--- src/memSysPkg.sv ---
/*
 * Memory system definitions
 * Address field layout, word width, bank count and the processor
 * request that travels from the top level into the cache controller.
 */
`default_nettype none

package memSysPkg;

    localparam int WordBits   = 16;
    localparam int TagBits    = 5;
    localparam int IndexBits  = 8;
    localparam int OffsetBits = 2;
    localparam int NumBanks   = 4;   // Word n of a line lives in bank n

    // Lowest bit selects a byte and is ignored
    localparam int AddrBits = TagBits + IndexBits + OffsetBits + 1;
    localparam int RowBits  = TagBits + IndexBits;   // Row inside one bank

    typedef struct packed {
        logic [AddrBits-1:0] addr;
        logic [WordBits-1:0] data;
        logic                write;
    } memReq;

    function automatic logic [TagBits-1:0] addrTag(input logic [AddrBits-1:0] a);
        return a[AddrBits-1 -: TagBits];
    endfunction

    function automatic logic [IndexBits-1:0] addrIndex(input logic [AddrBits-1:0] a);
        return a[OffsetBits+1 +: IndexBits];
    endfunction

    function automatic logic [OffsetBits-1:0] addrOffset(input logic [AddrBits-1:0] a);
        return a[1 +: OffsetBits];
    endfunction

    function automatic logic [RowBits-1:0] addrRow(input logic [AddrBits-1:0] a);
        return a[AddrBits-1 -: RowBits];
    endfunction

endpackage

`default_nettype wire

--- src/cacheCtrlPkg.sv ---
/*
 * Cache controller definitions
 * Controller states and the command and return records exchanged
 * between the controller and the banked memory.
 */
`default_nettype none

package cacheCtrlPkg;

    import memSysPkg::*;

    typedef enum logic [2:0] {
        Idle,
        CompareTag,
        Fill,        // Line fetch, up to four reads in flight
        FillWrite,   // Marks the filled line valid
        WriteMem
    } ctrlState;

    // Single cycle access, bank taken from the word offset of addr
    typedef struct packed {
        logic [AddrBits-1:0] addr;
        logic [WordBits-1:0] data;
        logic                write;
    } bankCmd;

    typedef struct packed {
        logic [WordBits-1:0]   data;
        logic [OffsetBits-1:0] bank;
    } bankRet;

endpackage

`default_nettype wire

--- src/cacheController.sv ---
/*
 * Cache controller
 * Serves read hits in two cycles, fills a missed line across the four
 * banks with overlapping reads, and sends every write through to memory
 * while updating the cached word on a hit.
 */
`timescale 1ns/10ps
`default_nettype none

module cacheController
    import memSysPkg::*;
    import cacheCtrlPkg::*;
#(
    parameter int BankLatency = 4
) (
    input  logic                  clk,
    input  logic                  reset,
    input  memReq                 req,
    input  logic                  rd,
    input  logic                  hit,
    input  logic [WordBits-1:0]   arrayData,
    input  logic [NumBanks-1:0]   busy,
    input  bankRet                ret,
    input  logic                  retValid,
    output logic                  arrayWrite,
    output logic [OffsetBits-1:0] arrayOffset,
    output logic [WordBits-1:0]   arrayWdata,
    output logic                  arrayValid,
    output bankCmd                cmd,
    output logic                  cmdValid,
    output logic [WordBits-1:0]   dataOut,
    output logic                  done,
    output logic                  stall,
    output logic                  cacheHit
);

    ctrlState              state;
    ctrlState              stateNext;
    logic [NumBanks-1:0]   issued;        // Fill reads sent
    logic [NumBanks-1:0]   returned;      // Fill words written
    logic [NumBanks-1:0]   issuedNext;
    logic [NumBanks-1:0]   returnedNext;
    logic [OffsetBits-1:0] reqOffset;
    logic [OffsetBits-1:0] fillBank;
    logic                  doneNext;
    logic                  hitNext;

    assign reqOffset = addrOffset(req.addr);

    // Banks are fetched in order, lowest one not yet sent
    always_comb begin
        fillBank = '0;
        for (int i = NumBanks - 1; i >= 0; i--) begin
            if (!issued[i]) begin
                fillBank = OffsetBits'(i);
            end
        end
    end

    always_comb begin
        stateNext    = state;
        issuedNext   = issued;
        returnedNext = returned;
        arrayWrite   = 1'b0;
        arrayOffset  = reqOffset;
        arrayWdata   = req.data;
        arrayValid   = 1'b1;
        cmd          = '{addr: req.addr, data: req.data, write: 1'b1};
        cmdValid     = 1'b0;
        doneNext     = 1'b0;
        hitNext      = 1'b0;
        case (state)
            Idle: begin
                // Request still held in the done cycle
                if ((rd || req.write) && !done) begin
                    stateNext = CompareTag;
                end
            end
            CompareTag: begin
                if (req.write) begin
                    arrayWrite = hit;   // No allocate on a write miss
                    stateNext  = WriteMem;
                end else if (hit) begin
                    doneNext  = 1'b1;
                    hitNext   = (returned == '0);   // Low after a fill
                    stateNext = Idle;
                end else begin
                    stateNext = Fill;
                end
            end
            Fill: begin
                cmd.addr  = {addrRow(req.addr), fillBank, 1'b0};
                cmd.write = 1'b0;
                cmdValid  = !(&issued) && !busy[fillBank];
                if (cmdValid) begin
                    issuedNext[fillBank] = 1'b1;
                end
                if (retValid) begin
                    arrayWrite             = 1'b1;
                    arrayOffset            = ret.bank;
                    arrayWdata             = ret.data;
                    arrayValid             = 1'b0;   // Line invalid until complete
                    returnedNext[ret.bank] = 1'b1;
                end
                if (&returnedNext) begin
                    stateNext = FillWrite;
                end
            end
            FillWrite: begin
                arrayWrite = 1'b1;
                arrayWdata = arrayData;   // Rewrite own word, set valid
                stateNext  = CompareTag;
            end
            WriteMem: begin
                cmdValid = !busy[reqOffset];
                if (cmdValid) begin
                    doneNext  = 1'b1;
                    stateNext = Idle;
                end
            end
            default: stateNext = Idle;
        endcase
    end

    always_ff @(posedge clk) begin
        if (reset) begin
            state    <= Idle;
            issued   <= '0;
            returned <= '0;
            done     <= 1'b0;
            cacheHit <= 1'b0;
        end else begin
            state    <= stateNext;
            issued   <= (state == Idle) ? '0 : issuedNext;
            returned <= (state == Idle) ? '0 : returnedNext;
            done     <= doneNext;
            cacheHit <= hitNext;
        end
    end

    always_ff @(posedge clk) begin
        if (doneNext && !req.write) begin
            dataOut <= arrayData;
        end
    end

    assign stall = (state != Idle);

    aCmdBankFree: assert property (
        @(posedge clk) disable iff (reset)
        cmdValid |-> !busy[addrOffset(cmd.addr)]
    ) else $error("controller issued to a busy bank");

    aDonePulse: assert property (
        @(posedge clk) disable iff (reset)
        done |=> !done
    ) else $error("done wider than one cycle");

    // Each fill read comes back when its bank stops counting
    aFillReturn: assert property (
        @(posedge clk) disable iff (reset)
        (cmdValid && !cmd.write) |-> ##BankLatency retValid
    ) else $error("fill return missing after %0d cycles", BankLatency);

endmodule

`default_nettype wire

--- config.mk ---
export PLATFORM = sky130hd
export DESIGN_NAME = cacheController
export DESIGN_NICKNAME = d
export VERILOG_FILES = /design/src/memSysPkg.sv /design/src/cacheCtrlPkg.sv /design/src/cacheController.sv
export SDC_FILE = /design/constraint.sdc
export NUM_CORES = 1
export LEC_CHECK = 0
export BUFFER_PORTS_ARGS = -buffer_cell sky130_fd_sc_hd__buf_4
export CAP_MARGIN = 10
export CORE_ASPECT_RATIO = 0.6
export CORE_UTILIZATION = 37
export DETAILED_ROUTE_END_ITERATION = 6
export GPL_TIMING_DRIVEN = 0
export PLACE_DENSITY = 0.77
export SYNTH_ARGS = -nofsm -noshare
export SYNTH_HDL_FRONTEND = slang
export SYNTH_SLANG_ARGS = --single-unit
--- constraint.sdc ---
create_clock -name clk -period 2.2 [get_ports clk]
set_input_delay 0.11 -clock clk [delete_from_list [all_inputs] [get_ports clk]]
set_output_delay 0.11 -clock clk [all_outputs]
set_load 0.03 [all_outputs]
== Word-level counts from Yosys, hierarchy flattened ==
Index checks and enable logic that the tools add are counted.

* Register bits after elaboration: 29
* Input port bits: 76
* Logic and storage cells: 78

* $lt $le $gt $ge: 5
* Equality and inequality tests: 7
* Multiplexer cells: 36
* Bitwise gates (word level): 4
* Reductions and logical operators: 20

{| class="wikitable"
|+ Operators by type and width
! operator !! number
|-
| one-hot mux 16 bit (2 select lines) || 1
|-
| two-way mux 16 bit || 1
|-
| two-way mux 3 bit || 5
|-
| one-hot mux 3 bit (5 select lines) || 1
|-
| two-way mux 2 bit || 7
|-
| two-way mux 1 bit || 12
|-
| less-than comparator 2 x 3 -> 1 bit (second input constant) || 3
|-
| two-way mux 4 bit || 2
|-
| OR 4 bit || 2
|-
| AND reduction 4 bit || 2
|-
| equality test 3 x 2 -> 1 bit (second input constant) || 2
|-
| inequality test 2 bit (second input constant) || 3
|-
| logical AND 1 bit || 5
|-
| zero test 1 bit || 5
|-
| binary-select mux 1 bit (select 2 bit) || 2
|-
| demux 1 bit (select 2 bit) || 2
|-
| greater-or-equal comparator 2 x 1 -> 1 bit (second input constant) || 2
|-
| zero test 4 bit || 1
|-
| one-hot mux 1 bit (2 select lines) || 2
|-
| OR reduction 4 bit || 1
|-
| equality test 3 x 1 -> 1 bit (second input constant) || 1
|-
| equality test 3 bit (second input constant) || 1
|-
| zero test 3 bit || 1
|-
| one-hot mux 1 bit (3 select lines) || 1
|-
| 6 further kinds || 7
|}

== Depth between registers and ports, before layout ==
Gate-level depths: netlist of run 1.

* Depth after elaboration: 10
* Mapped depth: 7
* Gate-level depth less buffers: 4

== Worst setup path before layout of run 1 ==
Ideal clock, no wire load.

* Path type: input to register
* Start: input req[18] (netlist name)
* End: register dataOut[0] (enable)
* Library setup time: 0.409 ns
* Data arrival time: 1.981 ns
* Data required time: 1.791 ns
* Setup slack: -0.190 ns
* Stages: 4
* Cell sequence: mux4_2 nor2b_2 o21ai_1 nor3_1

* Cells in the longest elaborated chain, start to end: 5

{| class="wikitable"
|+ Ends and longest elaborated chain
! element !! RTL line !! source
|-
| start: declaration || cacheController.sv:18 || <nowiki>input memReq req,</nowiki>
|-
| binary-select mux 1 bit (select 2 bit) || cacheController.sv:115 || <nowiki>cmdValid = !busy[reqOffset];</nowiki>
|-
| two-way mux 1 bit (not written as such) || cacheController.sv:115 ||
|-
| two-way mux 1 bit || cacheController.sv:116 || <nowiki>if (cmdValid) begin</nowiki>
|-
| one-hot mux 1 bit (2 select lines) || cacheController.sv:72 || <nowiki>case (state)</nowiki>
|-
| logical AND 1 bit || cacheController.sv:142 || <nowiki>if (doneNext && !req.write) begin</nowiki>
|-
| end signal: assignment || cacheController.sv:143 || <nowiki>dataOut <= arrayData;</nowiki>
|-
| end: declaration || cacheController.sv:31 || <nowiki>output logic [WordBits-1:0] dataOut,</nowiki>
|}

No other way between the ends. The select of a mux whose other input is x is not followed.
A chain may end at the register's enable or synchronous reset.

== Final worst setup path of run 1 ==
* Start: register state[0]
* End: register dataOut[6] (enable)

* Cells in the longest elaborated chain, start to end: 3
* Elaborated cells on any way between the ends: 4
* Classes of those cells: eq/ne: 2; mux: 1; reduce/logical: 1

{| class="wikitable"
|+ Ends and longest elaborated chain
! element !! RTL line !! source
|-
| start: declaration || cacheController.sv:37 || <nowiki>ctrlState state;</nowiki>
|-
| start signal: assignment || cacheController.sv:127 || <nowiki>state <= Idle;</nowiki>
|-
| start signal: assignment || cacheController.sv:133 || <nowiki>state <= stateNext;</nowiki>
|-
| equality test 3 bit / equality test 3 x 1 -> 1 bit (equally long branches) || cacheController.sv:72 ||
|-
| one-hot mux 1 bit (2 select lines) (*) || cacheController.sv:72 ||
|-
| logical AND 1 bit (*) || cacheController.sv:142 ||
|}

Every way passes the cells marked *; elsewhere a longest branch is shown, timed or not.

==> qor.yml, run 1 <==
synthesis:
  synth_edf_count: 16
  yosys_warnings: 0
  synth.area.top_cells: "edfxtp_1, dfxtp_1, buf_4"
  synth_compound_area_share_pct: 24.0
  synthArstFlopShare_pct: 0
  syn-cell-area_sq_um: 2020
  synthAdderAreaFrac_pct: 0
  synth_xor_area_share_pct: 0
  synth_cells: 218
  synth_mux_area_share_pct: 2.66
  synth_seq_area_share_pct: 36.6
  synth_cell_type_count: 47
  yosysMostFrequentCell: "buf_4"
  yosys-top-cells-count: "buf_4, a22oi_1, a31oi_1, edfxtp_1, nor2b_1"
  synth_top_area_share_pct: 23.7
  synth-seq-cells: 29
  avgSynthCellArea_sq_um: 9.28
  synth.net_count: 294
  synthFlopType: "edfxtp_1"
  synth-simple-area-share_pct: 20.4
  synth.largest_area_cell: "edfxtp_1"
  synth_top_family_by_area: "compound AO/OA/AOI/OAI gates"
timing:
  fmax_ghz: 0.493
  skew_ns: 0.00678
  slew_headroom_pct: 63.2
  worst_pin_slew_ns: 0.552
  hold_viol_final: 0
  rsz0062_at_grt: "false"
  finalCriticalPeriod_ns: 2.03
  fin_crit_sh_pct: 92.2
  maxSlewViolCount: 0
  setup_viol: 0
  hold-worst-slack_ns: 0.0174
flow_run:
  cap_viol_max_count: 0
final_layout:
  insertedDiodeCount: 0
  drive_above_1_share_pct: 54.6
  area_growth_pct: 59.4
  fin_nets: 436
drt:
  drt-wirelength-per-cell_um: 14.8
  dr.pass1.iters: 4
  via_count: 2195
  viasPerCell: 5.14
  ant_nets: 0
  drtIter0Drc: 87
  routed_wl_um: 6300
  drc_errors: 0
global_routing:
  overflow: 0
  antenna_found_initial: 0
  track_usage_pct: 21.1
  grt_pass1_vias: 1935
  grt_pass1_wl_um: 9530
  grt_max_degree: 11
worst_setup_path:
  required_ns: 2.18
  critPathKind: "flip-flop to flip-flop"
  rrSetupSlack_ns: 0.17
  rr_startpoint: "state[0]"
  cp-start-kind: "flip-flop"
  worstPathMaxFanout: 10
  end_kind: "flip-flop"
  arrival_ns: 2.01
  crit_path_start: "state[0]"
floorplan:
  die_area_sq_um: 5780
  initial_utilization_pct: 39.2
  dieHeight_um: 59.3
  num_rows: 20
  core_area_sq_um: 5150
  ioPinCount: 149
  die_w_um: 97.5
power:
  powerDensity_nw_per_um2: 599
  peakVddDrop_mv: 0.255
  p_leak_nw: 1.42
  fin_total_pwr_mw: 1.93
clock_tree:
  htree_levels: 2
  cts_tree: "done"
  clk_pin_slew_ns: 0.06
  cts_root_buf: "clkbuf_8"
  cts_buffers: 5
  cts_setup_buffers: 0
  cts_buffer_depth: 2
  clkLatencyLatePin_ns: 0.27
  clock-sinks: 29
worst_hold_path:
  worstHoldPathType: "input pin to flip-flop"
  min_from: "arrayData[15]"
run_status:
  outcome: "finished, final reports clean"
placement:
  gp_congestion: 0.832
  port_buffers: 134
  dp_hpwl_um: 4970
[cell type report]
cell class	instances	area, sq um
fillers	459	1930
repair buffers	135	1020
multi-input cells	142	963
flip-flops and latches	29	741
plain buffers	45	323
clock buffers	8	90.1
well taps	66	82.6
inverters	2	7.51
[sequential cells by signal (all words and copies together), names as in the netlist]
| name | flops |
|---|---|
| cacheHit | 1 |
| dataOut | 16 |
| done | 1 |
| issued | 4 |
| returned | 4 |
| state | 3 |
[metrics by stage]
step / TNS, ns / util [%] / worst slack (ns) / instance area (sq um) / cells
final: 0 / 62.5 / 0.171 / 3220 / 427
after CTS: 0 / 62.4 / 0.0516 / 3220 / 427
after global placement: -4.16 / 60.5 / -0.261 / 3120 / 418
after detailed placement: 0 / 60.7 / 0.0802 / 3130 / 419
after global routing: 0 / 62.5 / 0.0408 / 3220 / 427
after floorplan: 0 / - / 0.292 / 2030 / 218
[kinds of logic (layout without fill, tap and decap cells)]
group | count (synthesis) | after routing
and+or+nand+nor | 67 | 67
muxes | 4 | 4
AOI/OAI and AO/OA | 71 | 71
DFF | 29 | 29
buffers and inverters | 47 | 190
[routing by layer]
| layer | part of all wire, % | track usage [%] | wire, um | vias to the layer above |
|---|---|---|---|---|
| met5 | 0 | 0 | 0 | - |
| met3 | 6.9 | 6.01 | 437 | 10 |
| met1 | 46 | 27.8 | 2920 | 1015 |
| li1 | - | - | - | 1073 |
| met2 | 45 | 33.9 | 2840 | 97 |
| met4 | 1.6 | 6.93 | 100 | 0 |
[path summary, 6_finish.rpt]
kind	cells after the start	endpoint
worst min-delay path	1	dataOut[15]
worst min register to register	2	returned[2]
worst max-delay path	5	dataOut[6]
worst max register to register	5	dataOut[6]
[where the power goes]
group / switching, mW / leakage (nW) / internal (mW)
clock: 0.192 / 0.0455 / 0.255
sequential: 0.0141 / 0.252 / 0.618
combinational: 0.495 / 1.13 / 0.359
total: 0.701 / 1.42 / 1.23
[worst max-delay path, stage by stage (launching register included)]
cell	delay, ns
dfxtp_1	0.31
buf_2	0.20
clkbuf_1	0.40
o21ai_1	0.22
nor3_4	0.38
buf_6	0.23
[cells in the final DEF, fill, tap and decap left out, types with 2 or more instances in the layout]
cell,n
a21oi_1,2
a22o_1,2
a22oi_1,17
a31oi_1,16
a32o_2,2
buf_2,6
buf_4,163
buf_6,6
clkbuf_1,7
clkbuf_8,6
dfxtp_1,13
edfxtp_1,16
mux2i_1,2
nand2_1,8
nand3_1,5
nand4b_1,2
nor2_1,11
nor2b_1,16
nor2b_2,2
nor3_1,7
nor3b_1,2
o21a_1,2
o21ai_0,12
o21ai_1,11
[repair_timing]
action,in CTS,in global routing
gates resized for setup,0,1
hold buffers,0,0
endpoints found under the setup margin,0,10
endpoints found under the hold margin,0,0
No activity file was read; power rests on OpenSTA's default activity.
==> run 2: changes to the inputs <==
- CORE_MARGIN: unset -> 2
==> run 2 against run 1 <==
Non-clock buffer count up 1. Setup slack better by 0.026 ns. Routed wire length up 5.8%. Cell area up 0.66%. Global-route usage up 0.71 points. Via count about the same. Clock skew up 0.0036 ns. Die area up 5.5%. Total power up 3.0%. Critical path depth up 1. Largest cell class unchanged.
==> qor.yml, run 2 (synthesis gave the netlist of run 1 again) <==
run_status:
  outcome: "finished, final reports clean"
global_routing:
  grt_pass1_wl_um: 10200  # +7.0%
  grt_max_degree: 12  # +1
  antenna_found_initial: 0  # unchanged
  grt_pass1_vias: 2023  # +4.5%
  overflow: 0  # unchanged
  track_usage_pct: 21.8  # +0.71 points
placement:
  dp_hpwl_um: 5220  # +5.1%
  port_buffers: 134  # unchanged
  dpl_cell_area_sq_um: 3130  # unchanged
  gp_congestion: 0.805  # -3.3%
floorplan:
  ioPinCount: 149  # unchanged
  die_area_sq_um: 6100  # +5.5%
  dieHeight_um: 61.3  # +3.4%
  die_w_um: 99.5  # +2.1%
  core_area_sq_um: 5150  # unchanged
  num_rows: 20  # unchanged
  initial_utilization_pct: 39.2  # unchanged
clock_tree:
  cts_root_buf: "clkbuf_8"
  htree_levels: 2  # unchanged
  clk_pin_slew_ns: 0.07  # about the same
  clkLatencyLatePin_ns: 0.29  # +0.02 ns
  cts_tree: "done"
  cts_buffers: 5  # unchanged
  clock-sinks: 29  # unchanged
  cts_setup_buffers: 0  # unchanged
  cts_buffer_depth: 2  # unchanged
power:
  seq_power_share_pct: 31.8  # -0.9 points
  p_leak_nw: 1.44  # +0.91%
  netSwitchingFraction_pct: 36.7  # +0.39 points
  pwr-share-clk_pct: 25.1  # +2.0 points
  combPwrFrac_pct: 43.1  # -1.1 points
  intPower_mw: 1.26  # +2.3%
  peakVddDrop_mv: 0.295  # +16%
  p_sw_uw: 729  # +4.1%
  powerDensity_nw_per_um2: 613  # +2.3%
drt:
  drc_errors: 0  # unchanged
  dr.pass1.iters: 4  # unchanged
  drtIter0Drc: 145  # +67%
  drt-wirelength-per-cell_um: 15.6  # +5.6%
  ant_nets: 0  # unchanged
  via_count: 2196  # +0.046%
  routed_wl_um: 6670  # +5.8%
  viasPerCell: 5.13  # -0.19%
final_layout:
  drive_above_1_share_pct: 55.0  # +0.40 points
  largest_register_ffs: 16  # unchanged
  nFillCells: 440  # -4.1%
  area_growth_pct: 60.4
  top_regs: "dataOut x16, issued x4, returned x4"
  max_flop_register: "dataOut"
  insertedDiodeCount: 0  # unchanged
  fin_nets: 437  # +0.23%
  mostFrequentLayoutCells: "buf_4, a22oi_1, nor2b_1, a31oi_1, edfxtp_1"
  stdcell_area_sq_um: 3250  # +0.66%
  final_common_cell: "buf_4"
timing:
  rsz0062_at_grt: "false"
  fmax_ghz: 0.499  # +1.3%
  setup_viol: 0  # unchanged
  maxSlewViolCount: 0  # unchanged
  finalCriticalPeriod_ns: 2.00  # -0.0257 ns
  skew_ns: 0.0104  # +0.00364 ns
  worst_pin_slew_ns: 0.536  # -0.0160 ns
  slew_headroom_pct: 64.2  # +1.1 points
  hold-worst-slack_ns: 0.00678  # -0.0106 ns
  hold_viol_final: 0  # unchanged
  fin_crit_sh_pct: 91.1  # -1.2 points
worst_setup_path:
  end_kind: "output pin"
  crit_chain: "or2b_1 > clkbuf_1 > buf_2 > a22oi_1 > o21ai_1 > buf_4"
  arrival_ns: 1.89  # -0.12 ns
  critPathKind: "flip-flop to output pin"
  slowest_delay_ns: 0.47  # +0.07 ns
  path_delay_family: "buffers and inverters"
  worstPathMaxFanout: 10  # unchanged
  required_ns: 2.09  # -0.09 ns
  crit_path_start: "state[2]"
  rr_startpoint: "state[0]"
  path_buf_inv: 3  # unchanged
  cp-start-kind: "flip-flop"
  crit_slowest_cell: "dfxtp_1"
worst_hold_path:
  worstHoldPathType: "input pin to flip-flop"
  min_from: "arrayData[12]"
flow_run:
  cap_viol_max_count: 0  # unchanged
run 2: repair_timing:
item	CTS	global route
hold buffers	0	1
resized for setup	0	1
endpoints found under the hold margin	0	1
endpoints found under the setup margin	0	11
run 2: final timing paths:
path         slack, ns              to  cells after the start
min reg2reg       0.50     returned[2]                      2
max               0.20  arrayWdata[13]                      6
max reg2reg       0.22     dataOut[14]                      5
min              0.007     dataOut[12]                      1
run 2: stage by stage:
| stage | total power, mW | worst slack [ns] | util, % | TNS (ns) | instances |
|---|---|---|---|---|---|
| detailed placement | 1.50 | 0.131 | 60.7 | 0 | 419 |
| finish | 1.99 | 0.197 | 63.0 | 0 | 428 |
| global placement | 1.48 | -0.267 | 60.5 | -4.25 | 418 |
| CTS | 1.99 | 0.106 | 62.6 | 0 | 427 |
| floorplan | 1.16 | 0.292 | - | 0 | 218 |
| global route | 2.08 | 0.0685 | 63.0 | 0 | 428 |
run 2: power by group through the flow:
stage,Clock (mW),Combinational (mW),Sequential [mW]
final,0.499,0.858,0.632
after global routing,0.533,0.913,0.636
after CTS,0.504,0.856,0.633
after detailed placement,0,0.853,0.644
after global placement,0,0.836,0.643
after floorplan,0,0.454,0.701
run 2: final cells by class:
cell class                 instances  area [sq um]  area share, %
sequential                        29           741           22.8
buffer                            45           323           9.95
clock buffer                       7          96.3           2.97
inverter                           2          7.51          0.231
timing repair buffer             136          1030           31.7
multi-input combinational        142           963           29.7
clock inverter                     1          5.00          0.154
tap                               66          82.6           2.54
run 2: per-layer routing:
layer	vias to the layer above	routed length, um	global-route usage, %
li1	1073	-	-
met1	1018	2960	29.5
met2	99	3080	35.5
met3	6	568	5.68
met4	0	60	5.87
met5	-	0	0
